## src/rtl/proc_pkg.sv

```systemverilog
// ----------------------------------------
// processor package
// widths, RV32 encodings, CSR numbers and decode enums
// ----------------------------------------
`default_nettype none

package proc_pkg;

  // ----------------------------------------
  // widths and constants
  localparam int xlen       = 32;
  localparam int reg_addr_w = 5;
  localparam int num_regs   = 32;

  // first fetch address out of reset
  localparam logic [xlen-1:0] reset_vector = 32'h0000_0200;

  // major opcodes
  localparam logic [6:0] opc_op     = 7'b0110011;
  localparam logic [6:0] opc_op_imm = 7'b0010011;
  localparam logic [6:0] opc_branch = 7'b1100011;
  localparam logic [6:0] opc_system = 7'b1110011;

  // funct3 values
  localparam logic [2:0] f3_add_sub = 3'b000;
  localparam logic [2:0] f3_sll     = 3'b001;
  localparam logic [2:0] f3_slt     = 3'b010;
  localparam logic [2:0] f3_sltu    = 3'b011;
  localparam logic [2:0] f3_xor     = 3'b100;
  localparam logic [2:0] f3_srl_sra = 3'b101;
  localparam logic [2:0] f3_or      = 3'b110;
  localparam logic [2:0] f3_and     = 3'b111;
  localparam logic [2:0] f3_bne     = 3'b001;
  // csrw is csrrw with rd x0, csrr is csrrs with rs1 x0
  localparam logic [2:0] f3_csrrw   = 3'b001;
  localparam logic [2:0] f3_csrrs   = 3'b010;

  // funct7 values for reg-reg ops
  localparam logic [6:0] f7_base = 7'b0000000;
  localparam logic [6:0] f7_alt  = 7'b0100000;

  // manager CSR numbers
  localparam logic [11:0] csr_proc2mngr = 12'h7c0;
  localparam logic [11:0] csr_mngr2proc = 12'hfc0;

  // ----------------------------------------
  // enum types
  typedef enum logic [3:0] {
    op_add, op_sub, op_and, op_or, op_xor, op_slt, op_sltu, op_sra,
    op_srl, op_sll, op_addi, op_bne, op_csrr, op_csrw, op_inval
  } inst_op_t;

  typedef enum logic [3:0] {
    alu_add, alu_sub, alu_and, alu_or, alu_xor, alu_slt, alu_sltu,
    alu_sra, alu_srl, alu_sll, alu_cp0, alu_cp1
  } alu_fn_t;

  typedef enum logic [1:0] {
    op2_rf, op2_imm, op2_mngr
  } op2_sel_t;

  typedef enum logic [0:0] {
    pc_plus4, pc_branch
  } pc_sel_t;

endpackage

`default_nettype wire

```

## src/rtl/proc_regfile.sv

```systemverilog
// ----------------------------------------
// register file
// 32 x 32, two combinational reads, one write, x0 is zero
// ----------------------------------------
`timescale 1ns/1ps
`default_nettype none

module proc_regfile (
  input  logic                            clk,
  input  logic [proc_pkg::reg_addr_w-1:0] raddr0,
  input  logic [proc_pkg::reg_addr_w-1:0] raddr1,
  input  logic [proc_pkg::reg_addr_w-1:0] waddr,
  input  logic                            wen,
  input  logic [proc_pkg::xlen-1:0]       wdata,
  output logic [proc_pkg::xlen-1:0]       rdata0,
  output logic [proc_pkg::xlen-1:0]       rdata1
);

  import proc_pkg::*;

  logic [xlen-1:0] regs [num_regs];

  // write at the end of W, x0 never written
  always_ff @(posedge clk) begin
    if (wen && waddr != '0)
      regs[waddr] <= wdata;
  end

  // x0 reads as zero
  assign rdata0 = (raddr0 == '0) ? '0 : regs[raddr0];
  assign rdata1 = (raddr1 == '0) ? '0 : regs[raddr1];

endmodule

`default_nettype wire

```

## src/rtl/proc_alu.sv

```systemverilog
// ----------------------------------------
// ALU
// reg-reg functions, copies and branch compare
// ----------------------------------------
`timescale 1ns/1ps
`default_nettype none

module proc_alu (
  input  logic [proc_pkg::xlen-1:0] in0,
  input  logic [proc_pkg::xlen-1:0] in1,
  input  proc_pkg::alu_fn_t         fn,
  output logic [proc_pkg::xlen-1:0] out,
  output logic                      eq
);

  import proc_pkg::*;

  // shift amount from the low five bits
  logic [4:0] shamt;
  assign shamt = in1[4:0];

  always_comb begin
    case (fn)
      alu_add:  out = in0 + in1;
      alu_sub:  out = in0 - in1;
      alu_and:  out = in0 & in1;
      alu_or:   out = in0 | in1;
      alu_xor:  out = in0 ^ in1;
      // set less than, signed then unsigned
      alu_slt:  out = {31'd0, $signed(in0) < $signed(in1)};
      alu_sltu: out = {31'd0, in0 < in1};
      alu_sra:  out = $unsigned($signed(in0) >>> shamt);
      alu_srl:  out = in0 >> shamt;
      alu_sll:  out = in0 << shamt;
      // straight copies for csrw and csrr
      alu_cp0:  out = in0;
      alu_cp1:  out = in1;
      default:  out = '0;
    endcase
  end

  // bne condition
  assign eq = (in0 == in1);

endmodule

`default_nettype wire

```

## src/rtl/proc_ctrl.sv

```systemverilog
// ----------------------------------------
// pipeline control unit
// decode, valid bits, stall and squash, stream handshakes
// ----------------------------------------
`timescale 1ns/1ps
`default_nettype none

module proc_ctrl (
  input  logic                         clk,
  input  logic                         reset,
  // instruction memory streams
  output logic                         imem_req_val,
  input  logic                         imem_resp_val,
  output logic                         imem_resp_rdy,
  output logic                         imem_resp_drop,
  // manager ports
  input  logic                         mngr2proc_val,
  output logic                         mngr2proc_rdy,
  output logic                         proc2mngr_val,
  input  logic                         proc2mngr_rdy,
  output logic                         commit_inst,
  // controls to datapath
  output logic                         reg_en_f,
  output logic                         reg_en_d,
  output logic                         reg_en_x,
  output logic                         reg_en_m,
  output logic                         reg_en_w,
  output proc_pkg::pc_sel_t            pc_sel_f,
  output proc_pkg::op2_sel_t           op2_sel_d,
  output proc_pkg::alu_fn_t            alu_fn_x,
  output logic                         rf_wen_w,
  output logic [proc_pkg::reg_addr_w-1:0] rf_waddr_w,
  // status from datapath
  input  logic [proc_pkg::xlen-1:0]    inst_d,
  input  logic                         br_cond_eq_x
);

  import proc_pkg::*;

  // stage valid bits
  logic val_f, val_d, val_x, val_m, val_w;
  // stalls raised by a stage, stalls in effect, squashes
  logic ostall_f, ostall_d, ostall_w;
  logic stall_f, stall_d, stall_x, stall_m, stall_w;
  logic osquash_x, squash_f, squash_d;
  logic next_val_f, next_val_d, next_val_x, next_val_m;
  // fetch held off for one cycle after reset drops
  logic fetch_en;

  // pipelined control fields
  logic                  rf_wen_x, rf_wen_m, rf_wen_pend_w;
  logic [reg_addr_w-1:0] rf_waddr_x, rf_waddr_m;
  logic                  csrw_x, csrw_m, csrw_w;
  logic                  br_x, pc_redirect_x;

  // ----------------------------------------
  // F stage
  always_ff @(posedge clk) begin
    if (reset) begin
      fetch_en <= 1'b0;
      val_f    <= 1'b0;
    end else begin
      fetch_en <= 1'b1;
      if (reg_en_f)
        val_f <= 1'b1;
    end
  end

  assign reg_en_f = fetch_en && (!stall_f || squash_f);
  assign pc_sel_f = pc_redirect_x ? pc_branch : pc_plus4;

  // missing imem response holds F only
  assign ostall_f = val_f && !imem_resp_val;
  assign stall_f  = val_f && (ostall_f || ostall_d || ostall_w);
  assign squash_f = val_f && osquash_x;

  // request goes out before F, response of a squashed fetch is dropped
  assign imem_req_val   = reg_en_f && !reset;
  assign imem_resp_rdy  = reg_en_f;
  assign imem_resp_drop = squash_f;
  assign next_val_f     = val_f && !stall_f && !squash_f;

  // ----------------------------------------
  // D stage
  inst_op_t              op_d;
  logic                  inst_val_d, rs1_en_d, rs2_en_d;
  logic                  rf_wen_d, csrr_d, csrw_d, br_d;
  alu_fn_t               alu_fn_d;
  logic [reg_addr_w-1:0] rs1_d, rs2_d, rd_d;

  assign reg_en_d = !stall_d || squash_d;

  always_ff @(posedge clk) begin
    if (reset)
      val_d <= 1'b0;
    else if (reg_en_d)
      val_d <= next_val_f;
  end

  assign rd_d  = inst_d[11:7];
  assign rs1_d = inst_d[19:15];
  assign rs2_d = inst_d[24:20];

  // instruction word to decoded op
  function automatic inst_op_t decode(input logic [xlen-1:0] inst);
    logic [2:0]  f3;
    logic [11:0] csr;
    f3     = inst[14:12];
    csr    = inst[31:20];
    decode = op_inval;
    case (inst[6:0])
      opc_op: begin
        case ({inst[31:25], f3})
          {f7_base, f3_add_sub}: decode = op_add;
          {f7_alt,  f3_add_sub}: decode = op_sub;
          {f7_base, f3_and}:     decode = op_and;
          {f7_base, f3_or}:      decode = op_or;
          {f7_base, f3_xor}:     decode = op_xor;
          {f7_base, f3_slt}:     decode = op_slt;
          {f7_base, f3_sltu}:    decode = op_sltu;
          {f7_alt,  f3_srl_sra}: decode = op_sra;
          {f7_base, f3_srl_sra}: decode = op_srl;
          {f7_base, f3_sll}:     decode = op_sll;
          default:               decode = op_inval;
        endcase
      end
      opc_op_imm:
        if (f3 == f3_add_sub) decode = op_addi;
      opc_branch:
        if (f3 == f3_bne) decode = op_bne;
      opc_system: begin
        // only the two manager CSRs exist
        if (f3 == f3_csrrs && inst[19:15] == '0 && csr == csr_mngr2proc)
          decode = op_csrr;
        else if (f3 == f3_csrrw && inst[11:7] == '0 && csr == csr_proc2mngr)
          decode = op_csrw;
      end
      default: decode = op_inval;
    endcase
  endfunction

  // one row of the control table
  function automatic void cs(input logic val, input logic r1, input logic r2,
                             input alu_fn_t fn, input op2_sel_t sel, input logic wen,
                             input logic rd_csr, input logic wr_csr, input logic br);
    inst_val_d = val;
    rs1_en_d   = r1;
    rs2_en_d   = r2;
    alu_fn_d   = fn;
    op2_sel_d  = sel;
    rf_wen_d   = wen;
    csrr_d     = rd_csr;
    csrw_d     = wr_csr;
    br_d       = br;
  endfunction

  assign op_d = decode(inst_d);

  always_comb begin
    case (op_d)
      //              val   rs1   rs2   alu       op2       wen   csrr  csrw  br
      op_add:  cs(1'b1, 1'b1, 1'b1, alu_add,  op2_rf,   1'b1, 1'b0, 1'b0, 1'b0);
      op_sub:  cs(1'b1, 1'b1, 1'b1, alu_sub,  op2_rf,   1'b1, 1'b0, 1'b0, 1'b0);
      op_and:  cs(1'b1, 1'b1, 1'b1, alu_and,  op2_rf,   1'b1, 1'b0, 1'b0, 1'b0);
      op_or:   cs(1'b1, 1'b1, 1'b1, alu_or,   op2_rf,   1'b1, 1'b0, 1'b0, 1'b0);
      op_xor:  cs(1'b1, 1'b1, 1'b1, alu_xor,  op2_rf,   1'b1, 1'b0, 1'b0, 1'b0);
      op_slt:  cs(1'b1, 1'b1, 1'b1, alu_slt,  op2_rf,   1'b1, 1'b0, 1'b0, 1'b0);
      op_sltu: cs(1'b1, 1'b1, 1'b1, alu_sltu, op2_rf,   1'b1, 1'b0, 1'b0, 1'b0);
      op_sra:  cs(1'b1, 1'b1, 1'b1, alu_sra,  op2_rf,   1'b1, 1'b0, 1'b0, 1'b0);
      op_srl:  cs(1'b1, 1'b1, 1'b1, alu_srl,  op2_rf,   1'b1, 1'b0, 1'b0, 1'b0);
      op_sll:  cs(1'b1, 1'b1, 1'b1, alu_sll,  op2_rf,   1'b1, 1'b0, 1'b0, 1'b0);
      op_addi: cs(1'b1, 1'b1, 1'b0, alu_add,  op2_imm,  1'b1, 1'b0, 1'b0, 1'b0);
      op_bne:  cs(1'b1, 1'b1, 1'b1, alu_add,  op2_rf,   1'b0, 1'b0, 1'b0, 1'b1);
      op_csrr: cs(1'b1, 1'b0, 1'b0, alu_cp1,  op2_mngr, 1'b1, 1'b1, 1'b0, 1'b0);
      op_csrw: cs(1'b1, 1'b1, 1'b0, alu_cp0,  op2_rf,   1'b0, 1'b0, 1'b1, 1'b0);
      default: cs(1'b0, 1'b0, 1'b0, alu_add,  op2_rf,   1'b0, 1'b0, 1'b0, 1'b0);
    endcase
  end

  // csrr waits in D for the manager value
  logic ostall_mngr2proc_d;
  assign ostall_mngr2proc_d = val_d && csrr_d && !mngr2proc_val;

  // no bypass, so wait until the writer has left W
  logic ostall_x_rs1_d, ostall_m_rs1_d, ostall_w_rs1_d;
  logic ostall_x_rs2_d, ostall_m_rs2_d, ostall_w_rs2_d;
  logic ostall_hazard_d;

  assign ostall_x_rs1_d = rs1_en_d && val_x && rf_wen_x && rs1_d == rf_waddr_x
                          && rf_waddr_x != '0;
  assign ostall_m_rs1_d = rs1_en_d && val_m && rf_wen_m && rs1_d == rf_waddr_m
                          && rf_waddr_m != '0;
  assign ostall_w_rs1_d = rs1_en_d && rf_wen_w && rs1_d == rf_waddr_w
                          && rf_waddr_w != '0;
  assign ostall_x_rs2_d = rs2_en_d && val_x && rf_wen_x && rs2_d == rf_waddr_x
                          && rf_waddr_x != '0;
  assign ostall_m_rs2_d = rs2_en_d && val_m && rf_wen_m && rs2_d == rf_waddr_m
                          && rf_waddr_m != '0;
  assign ostall_w_rs2_d = rs2_en_d && rf_wen_w && rs2_d == rf_waddr_w
                          && rf_waddr_w != '0;

  assign ostall_hazard_d = ostall_x_rs1_d || ostall_m_rs1_d || ostall_w_rs1_d
                        || ostall_x_rs2_d || ostall_m_rs2_d || ostall_w_rs2_d;

  assign ostall_d = val_d && (ostall_mngr2proc_d || ostall_hazard_d);
  assign stall_d  = val_d && (ostall_d || ostall_w);
  assign squash_d = val_d && osquash_x;

  // a squashed csrr must not take a manager value
  assign mngr2proc_rdy = val_d && csrr_d && !stall_d && !squash_d;
  // undecodable words leave as bubbles
  assign next_val_d = val_d && inst_val_d && !stall_d && !squash_d;

  // ----------------------------------------
  // X stage
  assign reg_en_x = !stall_x;

  always_ff @(posedge clk) begin
    if (reset) begin
      val_x <= 1'b0;
    end else if (reg_en_x) begin
      val_x      <= next_val_d;
      rf_wen_x   <= rf_wen_d;
      rf_waddr_x <= rd_d;
      alu_fn_x   <= alu_fn_d;
      csrw_x     <= csrw_d;
      br_x       <= br_d;
    end
  end

  // bne taken when operands differ
  assign pc_redirect_x = val_x && br_x && !br_cond_eq_x;
  // a stalled X must not squash twice
  assign osquash_x     = val_x && !stall_x && pc_redirect_x;
  assign stall_x       = val_x && ostall_w;
  assign next_val_x    = val_x && !stall_x;

  // ----------------------------------------
  // M stage
  assign reg_en_m = !stall_m;

  always_ff @(posedge clk) begin
    if (reset) begin
      val_m <= 1'b0;
    end else if (reg_en_m) begin
      val_m      <= next_val_x;
      rf_wen_m   <= rf_wen_x;
      rf_waddr_m <= rf_waddr_x;
      csrw_m     <= csrw_x;
    end
  end

  assign stall_m    = val_m && ostall_w;
  assign next_val_m = val_m && !stall_m;

  // ----------------------------------------
  // W stage
  assign reg_en_w = !stall_w;

  always_ff @(posedge clk) begin
    if (reset) begin
      val_w <= 1'b0;
    end else if (reg_en_w) begin
      val_w         <= next_val_m;
      rf_wen_pend_w <= rf_wen_m;
      rf_waddr_w    <= rf_waddr_m;
      csrw_w        <= csrw_m;
    end
  end

  assign rf_wen_w = val_w && rf_wen_pend_w;

  // csrw holds W until the manager takes the value
  assign ostall_w      = val_w && csrw_w && !proc2mngr_rdy;
  assign stall_w       = val_w && ostall_w;
  assign proc2mngr_val = val_w && !stall_w && csrw_w;
  assign commit_inst   = val_w && !stall_w;

endmodule

`default_nettype wire

```

## src/rtl/proc_dpath.sv

```systemverilog
// ----------------------------------------
// pipeline datapath
// PC, stage registers, operand select and result pipe
// ----------------------------------------
`timescale 1ns/1ps
`default_nettype none

module proc_dpath (
  input  logic                         clk,
  input  logic                         reset,
  // streams
  output logic [proc_pkg::xlen-1:0]    imem_req_addr,
  input  logic [proc_pkg::xlen-1:0]    imem_resp_data,
  input  logic [proc_pkg::xlen-1:0]    mngr2proc_data,
  output logic [proc_pkg::xlen-1:0]    proc2mngr_data,
  // controls
  input  logic                         reg_en_f,
  input  logic                         reg_en_d,
  input  logic                         reg_en_x,
  input  logic                         reg_en_m,
  input  logic                         reg_en_w,
  input  proc_pkg::pc_sel_t            pc_sel_f,
  input  proc_pkg::op2_sel_t           op2_sel_d,
  input  proc_pkg::alu_fn_t            alu_fn_x,
  input  logic                         rf_wen_w,
  input  logic [proc_pkg::reg_addr_w-1:0] rf_waddr_w,
  // status
  output logic [proc_pkg::xlen-1:0]    inst_d,
  output logic                         br_cond_eq_x
);

  import proc_pkg::*;

  logic [xlen-1:0] pc_f, pc_next_f;
  logic [xlen-1:0] pc_d, imm_i_d, imm_b_d;
  logic [xlen-1:0] rf_rdata0_d, rf_rdata1_d, op2_d;
  logic [xlen-1:0] pc_x, br_imm_x, op1_x, op2_x, br_target_x, alu_out_x;
  logic [xlen-1:0] result_m, result_w;

  // ----------------------------------------
  // F stage
  // next PC is the fetch address sent this cycle
  assign br_target_x   = pc_x + br_imm_x;
  assign pc_next_f     = (pc_sel_f == pc_branch) ? br_target_x : pc_f + 32'd4;
  assign imem_req_addr = pc_next_f;

  // one word below the vector so the first request hits reset_vector
  always_ff @(posedge clk) begin
    if (reset)
      pc_f <= reset_vector - 32'd4;
    else if (reg_en_f)
      pc_f <= pc_next_f;
  end

  // ----------------------------------------
  // D stage
  always_ff @(posedge clk) begin
    if (reg_en_d) begin
      inst_d <= imem_resp_data;
      pc_d   <= pc_f;
    end
  end

  // I-type and B-type immediates
  assign imm_i_d = {{20{inst_d[31]}}, inst_d[31:20]};
  assign imm_b_d = {{20{inst_d[31]}}, inst_d[7], inst_d[30:25], inst_d[11:8], 1'b0};

  proc_regfile rf (
    .clk    (clk),
    .raddr0 (inst_d[19:15]),
    .raddr1 (inst_d[24:20]),
    .waddr  (rf_waddr_w),
    .wen    (rf_wen_w),
    .wdata  (result_w),
    .rdata0 (rf_rdata0_d),
    .rdata1 (rf_rdata1_d)
  );

  // operand 2 source
  always_comb begin
    case (op2_sel_d)
      op2_rf:   op2_d = rf_rdata1_d;
      op2_imm:  op2_d = imm_i_d;
      op2_mngr: op2_d = mngr2proc_data;
      default:  op2_d = '0;
    endcase
  end

  // ----------------------------------------
  // X stage
  always_ff @(posedge clk) begin
    if (reg_en_x) begin
      pc_x     <= pc_d;
      br_imm_x <= imm_b_d;
      op1_x    <= rf_rdata0_d;
      op2_x    <= op2_d;
    end
  end

  proc_alu alu (
    .in0 (op1_x),
    .in1 (op2_x),
    .fn  (alu_fn_x),
    .out (alu_out_x),
    .eq  (br_cond_eq_x)
  );

  // ----------------------------------------
  // M and W stages
  always_ff @(posedge clk) begin
    if (reg_en_m)
      result_m <= alu_out_x;
  end

  always_ff @(posedge clk) begin
    if (reg_en_w)
      result_w <= result_m;
  end

  // csrw result doubles as the manager payload
  assign proc2mngr_data = result_w;

endmodule

`default_nettype wire

```

## src/rtl/proc_top.sv

```systemverilog
// ----------------------------------------
// five-stage pipelined processor
// control unit joined to datapath
// ----------------------------------------
`timescale 1ns/1ps
`default_nettype none

module proc_top (
  input  logic                      clk,
  input  logic                      reset,
  // instruction memory
  output logic                      imem_req_val,
  output logic [proc_pkg::xlen-1:0] imem_req_addr,
  input  logic                      imem_resp_val,
  output logic                      imem_resp_rdy,
  output logic                      imem_resp_drop,
  input  logic [proc_pkg::xlen-1:0] imem_resp_data,
  // manager ports
  input  logic                      mngr2proc_val,
  output logic                      mngr2proc_rdy,
  input  logic [proc_pkg::xlen-1:0] mngr2proc_data,
  output logic                      proc2mngr_val,
  input  logic                      proc2mngr_rdy,
  output logic [proc_pkg::xlen-1:0] proc2mngr_data,
  output logic                      commit_inst
);

  import proc_pkg::*;

  // control to datapath
  logic                  reg_en_f, reg_en_d, reg_en_x, reg_en_m, reg_en_w;
  pc_sel_t               pc_sel_f;
  op2_sel_t              op2_sel_d;
  alu_fn_t               alu_fn_x;
  logic                  rf_wen_w;
  logic [reg_addr_w-1:0] rf_waddr_w;
  // datapath status
  logic [xlen-1:0]       inst_d;
  logic                  br_cond_eq_x;

  proc_ctrl ctrl (
    .clk            (clk),
    .reset          (reset),
    .imem_req_val   (imem_req_val),
    .imem_resp_val  (imem_resp_val),
    .imem_resp_rdy  (imem_resp_rdy),
    .imem_resp_drop (imem_resp_drop),
    .mngr2proc_val  (mngr2proc_val),
    .mngr2proc_rdy  (mngr2proc_rdy),
    .proc2mngr_val  (proc2mngr_val),
    .proc2mngr_rdy  (proc2mngr_rdy),
    .commit_inst    (commit_inst),
    .reg_en_f       (reg_en_f),
    .reg_en_d       (reg_en_d),
    .reg_en_x       (reg_en_x),
    .reg_en_m       (reg_en_m),
    .reg_en_w       (reg_en_w),
    .pc_sel_f       (pc_sel_f),
    .op2_sel_d      (op2_sel_d),
    .alu_fn_x       (alu_fn_x),
    .rf_wen_w       (rf_wen_w),
    .rf_waddr_w     (rf_waddr_w),
    .inst_d         (inst_d),
    .br_cond_eq_x   (br_cond_eq_x)
  );

  proc_dpath dpath (
    .clk            (clk),
    .reset          (reset),
    .imem_req_addr  (imem_req_addr),
    .imem_resp_data (imem_resp_data),
    .mngr2proc_data (mngr2proc_data),
    .proc2mngr_data (proc2mngr_data),
    .reg_en_f       (reg_en_f),
    .reg_en_d       (reg_en_d),
    .reg_en_x       (reg_en_x),
    .reg_en_m       (reg_en_m),
    .reg_en_w       (reg_en_w),
    .pc_sel_f       (pc_sel_f),
    .op2_sel_d      (op2_sel_d),
    .alu_fn_x       (alu_fn_x),
    .rf_wen_w       (rf_wen_w),
    .rf_waddr_w     (rf_waddr_w),
    .inst_d         (inst_d),
    .br_cond_eq_x   (br_cond_eq_x)
  );

endmodule

`default_nettype wire

```

## config.mk

```make
export PLATFORM = sky130hd
export DESIGN_NAME = proc_top
export DESIGN_NICKNAME = d
export VERILOG_FILES = /design/src/rtl/proc_pkg.sv /design/src/rtl/proc_regfile.sv /design/src/rtl/proc_alu.sv /design/src/rtl/proc_ctrl.sv /design/src/rtl/proc_dpath.sv /design/src/rtl/proc_top.sv
export SDC_FILE = /design/constraint.sdc
export NUM_CORES = 2
export LEC_CHECK = 0
export BUFFER_PORTS_ARGS = -buffer_cell sky130_fd_sc_hd__buf_2
export CORE_MARGIN = 5
export CORE_UTILIZATION = 55
export CTS_CLUSTER_SIZE = 24
export DETAILED_ROUTE_END_ITERATION = 7
export MAX_ROUTING_LAYER = met4
export PLACE_DENSITY = 0.72
export SLEW_MARGIN = 5
export SYNTH_ARGS = -nofsm -noshare
export SYNTH_HDL_FRONTEND = slang
export SYNTH_SLANG_ARGS = --single-unit
```

## constraint.sdc

```tcl
create_clock -name clk -period 13.4 [get_ports clk]
set_clock_uncertainty 0.2 [all_clocks]
set_input_delay 0.67 -clock clk [delete_from_list [all_inputs] [get_ports clk]]
set_output_delay 0.67 -clock clk [all_outputs]
set_load 0.1 [all_outputs]
```

### After elaboration in Yosys (flattened, before gate mapping)

Memory sizes are Yosys's and may differ from the RTL's. A register that Yosys moved wholly into a read port is not among the register bits.
Cells that the tools add are included.

| word-level totals | value |
|---|---|
| bits in registers | 268 |
| bits in latches | 0 |
| RAM bits | 1024 |
| ROM bits | 208 |
| output and inout bits | 70 |
| logic and storage cells | 189 |
| memories | 2 |

Memories:

| name | depth | bits a word | rd ports | clocked after Yosys merged registers in | wr ports | line | RTL |
|---|---|---|---|---|---|---|---|
| dpath.rf.regs | 32 | 32 | 2 | 2 | 1 | proc_regfile.sv:21 | `logic [xlen-1:0] regs [num_regs];` |
| (no name shown) | 16 | 13 | 1 | 0 | 0 | proc_ctrl.sv:160 | `case (op_d)` |

| operators by class | value |
|---|---|
| add/subtract/negate cells | 4 |
| multipliers | 0 |
| divide/modulo/power cells | 0 |
| $lt $le $gt $ge | 2 |
| eq/ne operators | 37 |
| shifts and indexed selects | 3 |
| muxes and demuxes | 15 |
| bitwise operators | 7 |
| reductions and logical operators | 94 |

Operators with widths:

| operator | count |
|---|---|
| case mux 32 bit (12 select lines) | 1 |
| case mux 32 bit (3 select lines) | 1 |
| adder 32 bit | 2 |
| < comparator 32 bit | 2 |
| two-way mux 32 bit | 2 |
| logical AND 1 bit | 57 |
| == test 10 x 3 -> 1 bit, second input constant | 4 |
| case mux 4 bit (10 select lines) | 1 |
| adder 32 x 3 -> 32 bit, second input constant | 1 |
| AND 32 bit | 1 |
| == test 32 bit | 1 |
| OR 32 bit | 1 |
| << shifter 32 x 5 -> 32 bit | 1 |
| >> shifter 32 x 5 -> 32 bit | 1 |
| >>> shifter 32 x 5 -> 32 bit | 1 |
| subtractor 32 bit | 1 |
| bitwise XOR 32 bit | 1 |
| == test 5 bit | 6 |
| == test 10 x 2 -> 1 bit, second input constant | 2 |
| == test 10 x 9 -> 1 bit, second input constant | 2 |
| == test 4 x 3 -> 1 bit, second input constant | 4 |
| == test 4 bit, second input constant | 4 |
| case mux 4 bit (4 select lines) | 1 |
| zero test 5 bit | 3 |
| 26 further kinds | 61 |

### Longest topological paths before layout

An unclocked memory read counts as a cell.

| depth | value |
|---|---|
| word-level depth | 25 |
| depth in mapped cells | 16 |
| depth with buffers taken out | 12 |

### Modules after synthesis

From an unflattened synthesis, not the netlist that was laid out.

| unflattened totals | value |
|---|---|
| cell total of the unflattened synthesis | 5029 |
| area total of the unflattened synthesis | 70919.3 um^2 |

By module, submodules not included:

| module | times used | cells an instance | area an instance (um^2) | seq. area each (um^2) |
|---|---|---|---|---|
| proc_regfile | 1 | 2564 | 47929.7 | 30749.5 |
| proc_dpath | 1 | 892 | 11543.6 | 7727.4 |
| proc_alu | 1 | 1359 | 9246.4 | 0.0 |
| proc_ctrl | 1 | 214 | 2199.6 | 900.9 |

### Worst setup path before layout

No wires, ideal clock.

| path | value |
|---|---|
| path kind | flip-flop to output port |
| from | register dpath.op2_x[2] |
| to | output port imem_req_addr[21] in the netlist's numbering |
| arrival time | 5.740 ns |
| data required time | 12.530 ns |
| path slack | 6.790 ns |
| stages on the path, launching flop included | 14 |
| buffers on the path | 5 |
| path through | edfxtp_1 clkbuf_1 inv_2 buf_1 clkbuf_1 clkbuf_1 ha_1 clkbuf_1 nor4_1 nand4_1 o311ai_1 or3_1 o41ai_1 a211oi_1 |

| on the way | value |
|---|---|
| word-level cells in the longest chain between the ends | 5 |

RTL lines:

| element | line | RTL |
|---|---|---|
| from (decl) | proc_dpath.sv:37 | `logic [xlen-1:0] pc_x, br_imm_x, op1_x, op2_x, br_target_x, alu_out_x;` |
| from (signal assigned) | proc_dpath.sv:96 | `op2_x <= op2_d;` |
| == test 32 bit | proc_alu.sv:43 | `assign eq = (in0 == in1);` |
| zero test 1 bit | proc_ctrl.sv:232 | `assign pc_redirect_x = val_x && br_x && !br_cond_eq_x;` |
| logical AND 1 bit | proc_ctrl.sv:232 |  |
| two-way mux 1 bit | proc_ctrl.sv:70 | `assign pc_sel_f = pc_redirect_x ? pc_branch : pc_plus4;` |
| two-way mux 32 bit | proc_dpath.sv:44 | `assign pc_next_f = (pc_sel_f == pc_branch) ? br_target_x : pc_f + 32'd4;` |
| to (decl) | proc_top.sv:13 | `output logic [proc_pkg::xlen-1:0] imem_req_addr,` |

No other way between the ends.

### Final worst setup path

| path | value |
|---|---|
| from | register dpath.op2_x[4] |
| to | output port imem_req_val |

| on the way | value |
|---|---|
| word-level cells in the longest chain between the ends | 8 |

RTL lines:

| element | line | RTL |
|---|---|---|
| == test 32 bit | proc_alu.sv:43 |  |
| zero test 1 bit | proc_ctrl.sv:232 |  |
| logical AND 1 bit | proc_ctrl.sv:232 |  |
| logical AND 1 bit | proc_ctrl.sv:234 | `assign osquash_x = val_x && !stall_x && pc_redirect_x;` |
| logical AND 1 bit | proc_ctrl.sv:75 | `assign squash_f = val_f && osquash_x;` |
| logical OR 1 bit | proc_ctrl.sv:69 | `assign reg_en_f = fetch_en && (!stall_f \|\| squash_f);` |
| logical AND 1 bit | proc_ctrl.sv:69 |  |
| logical AND 1 bit | proc_ctrl.sv:78 | `assign imem_req_val = reg_en_f && !reset;` |
| to (decl) | proc_top.sv:12 | `output logic imem_req_val,` |

No other way between the ends.

==> results_dict.tcl <==
set metrics [dict create \
    synth_area_leaders "edfxtp_1 (56%), mux4_2 (20%), mux2i_1 (2.8%)" \
    mostFrequentLayoutCells "edfxtp_1 (1286), mux4_2 (624), nor2_1 (328)" \
    cp_data_required_time_ps 12530 \
    nNetsFinal 4860 \
    cts_tree "built" \
    ys_types 88 \
    worst_slack_ps 7090 \
    async_flop_share_pct 0 \
    worstSkewPairLatency_ps 790 \
    drc 1 \
    post_cts_buffers 0 \
    min_path_type "in -> reg" \
    grt.overflow.total 0 \
    clkTransAtPathRegs_ps 60 \
    power.total_mw 11.4 \
    critPathKind "reg -> out" \
    vdd_ir_drop_max_mv 0.115 \
    rsz0062_at_grt "false" \
    grt_max_degree 111 \
    dr_total_vias 45400 \
    slew_headroom_pct 15.6 \
    netlist_instances 4495 \
    fmax_mhz 158 \
    worstPathArrival_ps 5440 \
    maxCapViolations 0 \
    clockRootBuffer "clkbuf_16" \
    via_per_inst 7.07 \
    yosysTopAreaCellShare_pct 55.8 \
    wl_per_cell_um 33.3 \
    ant_nets 0 \
    clockBufferDepth 3 \
    synth_flop_cell "edfxtp_1" \
    synth_edf_count 1286 \
    outcome "finished, violations left" \
    startpoint_type "flop" \
    layout-drive-gt1-share_pct 24.5 \
    final_area_mm2 0.0772 \
    die_h_um 365 \
    drt_wl_total_um 214000 \
    numCtsBuffers 141 \
    p_int_mw 7.99 \
    hp-start "mngr2proc_data[7]" \
    power_switching_mw 3.39 \
    grt_pass1_vias 44000 \
    cts_hold_buf 51 \
    r2r_slack_ps 8190 \
    finalSetupViolCount 0 \
    core_area_mm2 0.125 \
    dieArea_mm2 0.133 \
    slew_violations 0 \
    antenna_found_initial 6 \
    fin_crit_sh_pct 47.1 \
    cts_sinks 1329 \
    grt_pass1_wl_um 308000 \
    ios 139 \
    powerDensity_mw_per_mm2 148 \
    place_area_mm2 0.0721 \
    hold_path_end "dpath.op2_x[7]$_DFFE_PN_" \
    drt_first_pass_iters 8 \
    seqCellArea_mm2 0.0395 \
    multiInputGateArea_mm2 0.0284 \
    post_cts_resized 0 \
    yosys.area.top_type "edfxtp_1" \
    p_sw_share_pct 29.8 \
    syn_avg_cell_area_um2 15.4 \
    area_delta_synth_final_pct 11.6 \
    dieWidth_um 365 \
    place_ws_ps 8000 \
    grtUsageTotal_pct 33.1 \
    portBuffers 138 \
    ys_seq_area_share_pct 57.1 \
    finalHoldViolations 0 \
    period_minus_slack_ps 6310 \
    layout_commonest_cell "edfxtp_1" \
    initial_core_util_pct 55.2 \
    first_iter_violations 6641 \
    worst-r2r-cell-count 11 \
    power_frac_seq_pct 45.6 \
    hpwlAfterDp_um 126000 \
    nFillCells 9045 \
    row_count 130 \
    leakagePower_nw 26.6 \
    gp_congestion 0.963 \
    ys_warn_count 0 \
    synth_seq_cells 1329 \
    cts_max_level 4 \
    syn-cell-area_mm2 0.0692 \
    power_frac_clock_pct 34.7 \
    hold_depth 2 \
    tightestPinTransition_ps 1270 \
    violations "DRC" \
    tns_ps 0 \
    comb_power_share_pct 19.7 \
    worst_r2r_startpoint "dpath.op2_x[4]$_DFFE_PN_" \
    end_kind "output pin" \
    worstPathMaxFanout 51 \
]
power by group through the flow:
stage	sequential [mW]	combinational [mW]	clock, mW
final	5.20	2.24	3.95
after global routing	5.21	2.36	4.18
after CTS	5.19	2.19	3.99
after detailed placement	5.27	2.17	0
after global placement	5.27	2.16	0
after floorplan	5.59	1.13	0
per-layer routing:
metal	global-route usage, %	wire length, um
met4	11.5	8830
met1	44.8	80000
met3	8.55	26400
met2	49.4	98300
met5	-	0
logic make-up after synthesis:
logic type | after synthesis | share of synthesized area (%)
buffers and inverters | 445 | 2.50
AOI/OAI and AO/OA | 800 | 7.74
DFF | 1329 | 57.1
and+or+nand+nor | 872 | 5.84
muxes | 832 | 23.4
xor gates and xnor gates | 83 | 1.05
adders and majority gates | 133 | 2.43
other | 1 | 0.00542
state kept, by name, indices dropped and copies added (netlist names), 4 cells and up, named ones only:
name and cells:
ctrl.alu_fn_x 4, ctrl.rf_waddr_m 5, ctrl.rf_waddr_w 5, ctrl.rf_waddr_x 5
dpath.br_imm_x 12, dpath.inst_d 32, dpath.op1_x 32, dpath.op2_x 32
dpath.pc_d 32, dpath.pc_f 32, dpath.pc_x 32, dpath.proc2mngr_data 32
dpath.result_m 32, dpath.rf.regs 1024
worst max-delay path: stages, from the launching register on:
cell	delay, ps
edfxtp_1	320
buf_4	450
inv_1	440
ha_1	540
or3_1	370
nor4_1	210
nand4_1	250
o311ai_4	340
buf_4	490
o21ai_0	160
o21ai_0	340
a21oi_4	130
and2_1	250
buf_2	310
synthesized netlist by cell type (33+ instances only):
| cell | count |
|---|---|
| dfxtp_1 | 43 |
| inv_1 | 110 |
| mux2i_1 | 196 |
| edfxtp_1 | 1286 |
| a21oi_1 | 209 |
| o22ai_1 | 49 |
| xor2_1 | 39 |
| o221ai_1 | 33 |
| xnor2_1 | 44 |
| nor2_1 | 358 |
| o21ai_0 | 157 |
| nor3_1 | 79 |
| ha_1 | 128 |
| nand3_1 | 62 |
| nand2_1 | 186 |
| buf_1 | 58 |
| clkbuf_1 | 249 |
| mux4_2 | 624 |
stage by stage:
stage / util, % / cells / hold slack (ps)
floorplan: - / 4526 / 200
global placement: 57.6 / 6116 / 200
detailed placement: 57.6 / 6116 / 205
CTS: 61.6 / 6416 / 2.60
global route: 61.6 / 6418 / 8.88
finish: 61.6 / 6419 / 50.0
worst max path at each step:
| stage | start | end | slack, ps | depth (start not counted) |
|---|---|---|---|---|
| finish | dpath.op2_x[4]$_DFFE_PN_ | imem_req_val | 7090 | 13 |
| global route | dpath.op2_x[4]$_DFFE_PN_ | imem_req_val | 6800 | 13 |
| floorplan | dpath.op2_x[2]$_DFFE_PN_ | imem_req_addr[21] | 6790 | 13 |
| detailed placement | dpath.op2_x[4]$_DFFE_PN_ | imem_req_val | 8000 | 13 |
| global placement | dpath.op2_x[4]$_DFFE_PN_ | imem_req_val | 8000 | 13 |
| CTS | dpath.op2_x[4]$_DFFE_PN_ | imem_req_val | 7160 | 13 |
final cells by class:
cell class                      count  share of cell area, %
Sequential cell                  1329                   51.2
Timing Repair Buffer              323                   2.92
Clock inverter                     73                   1.11
Clock buffer                      176                   4.84
Multi-Input combinational cell   2752                   36.7
Tap cell                         1650                   2.67
Antenna cell                        3                0.00972
Inverter                          113                  0.549
Note: power is estimated with default switching activity, not from simulation.
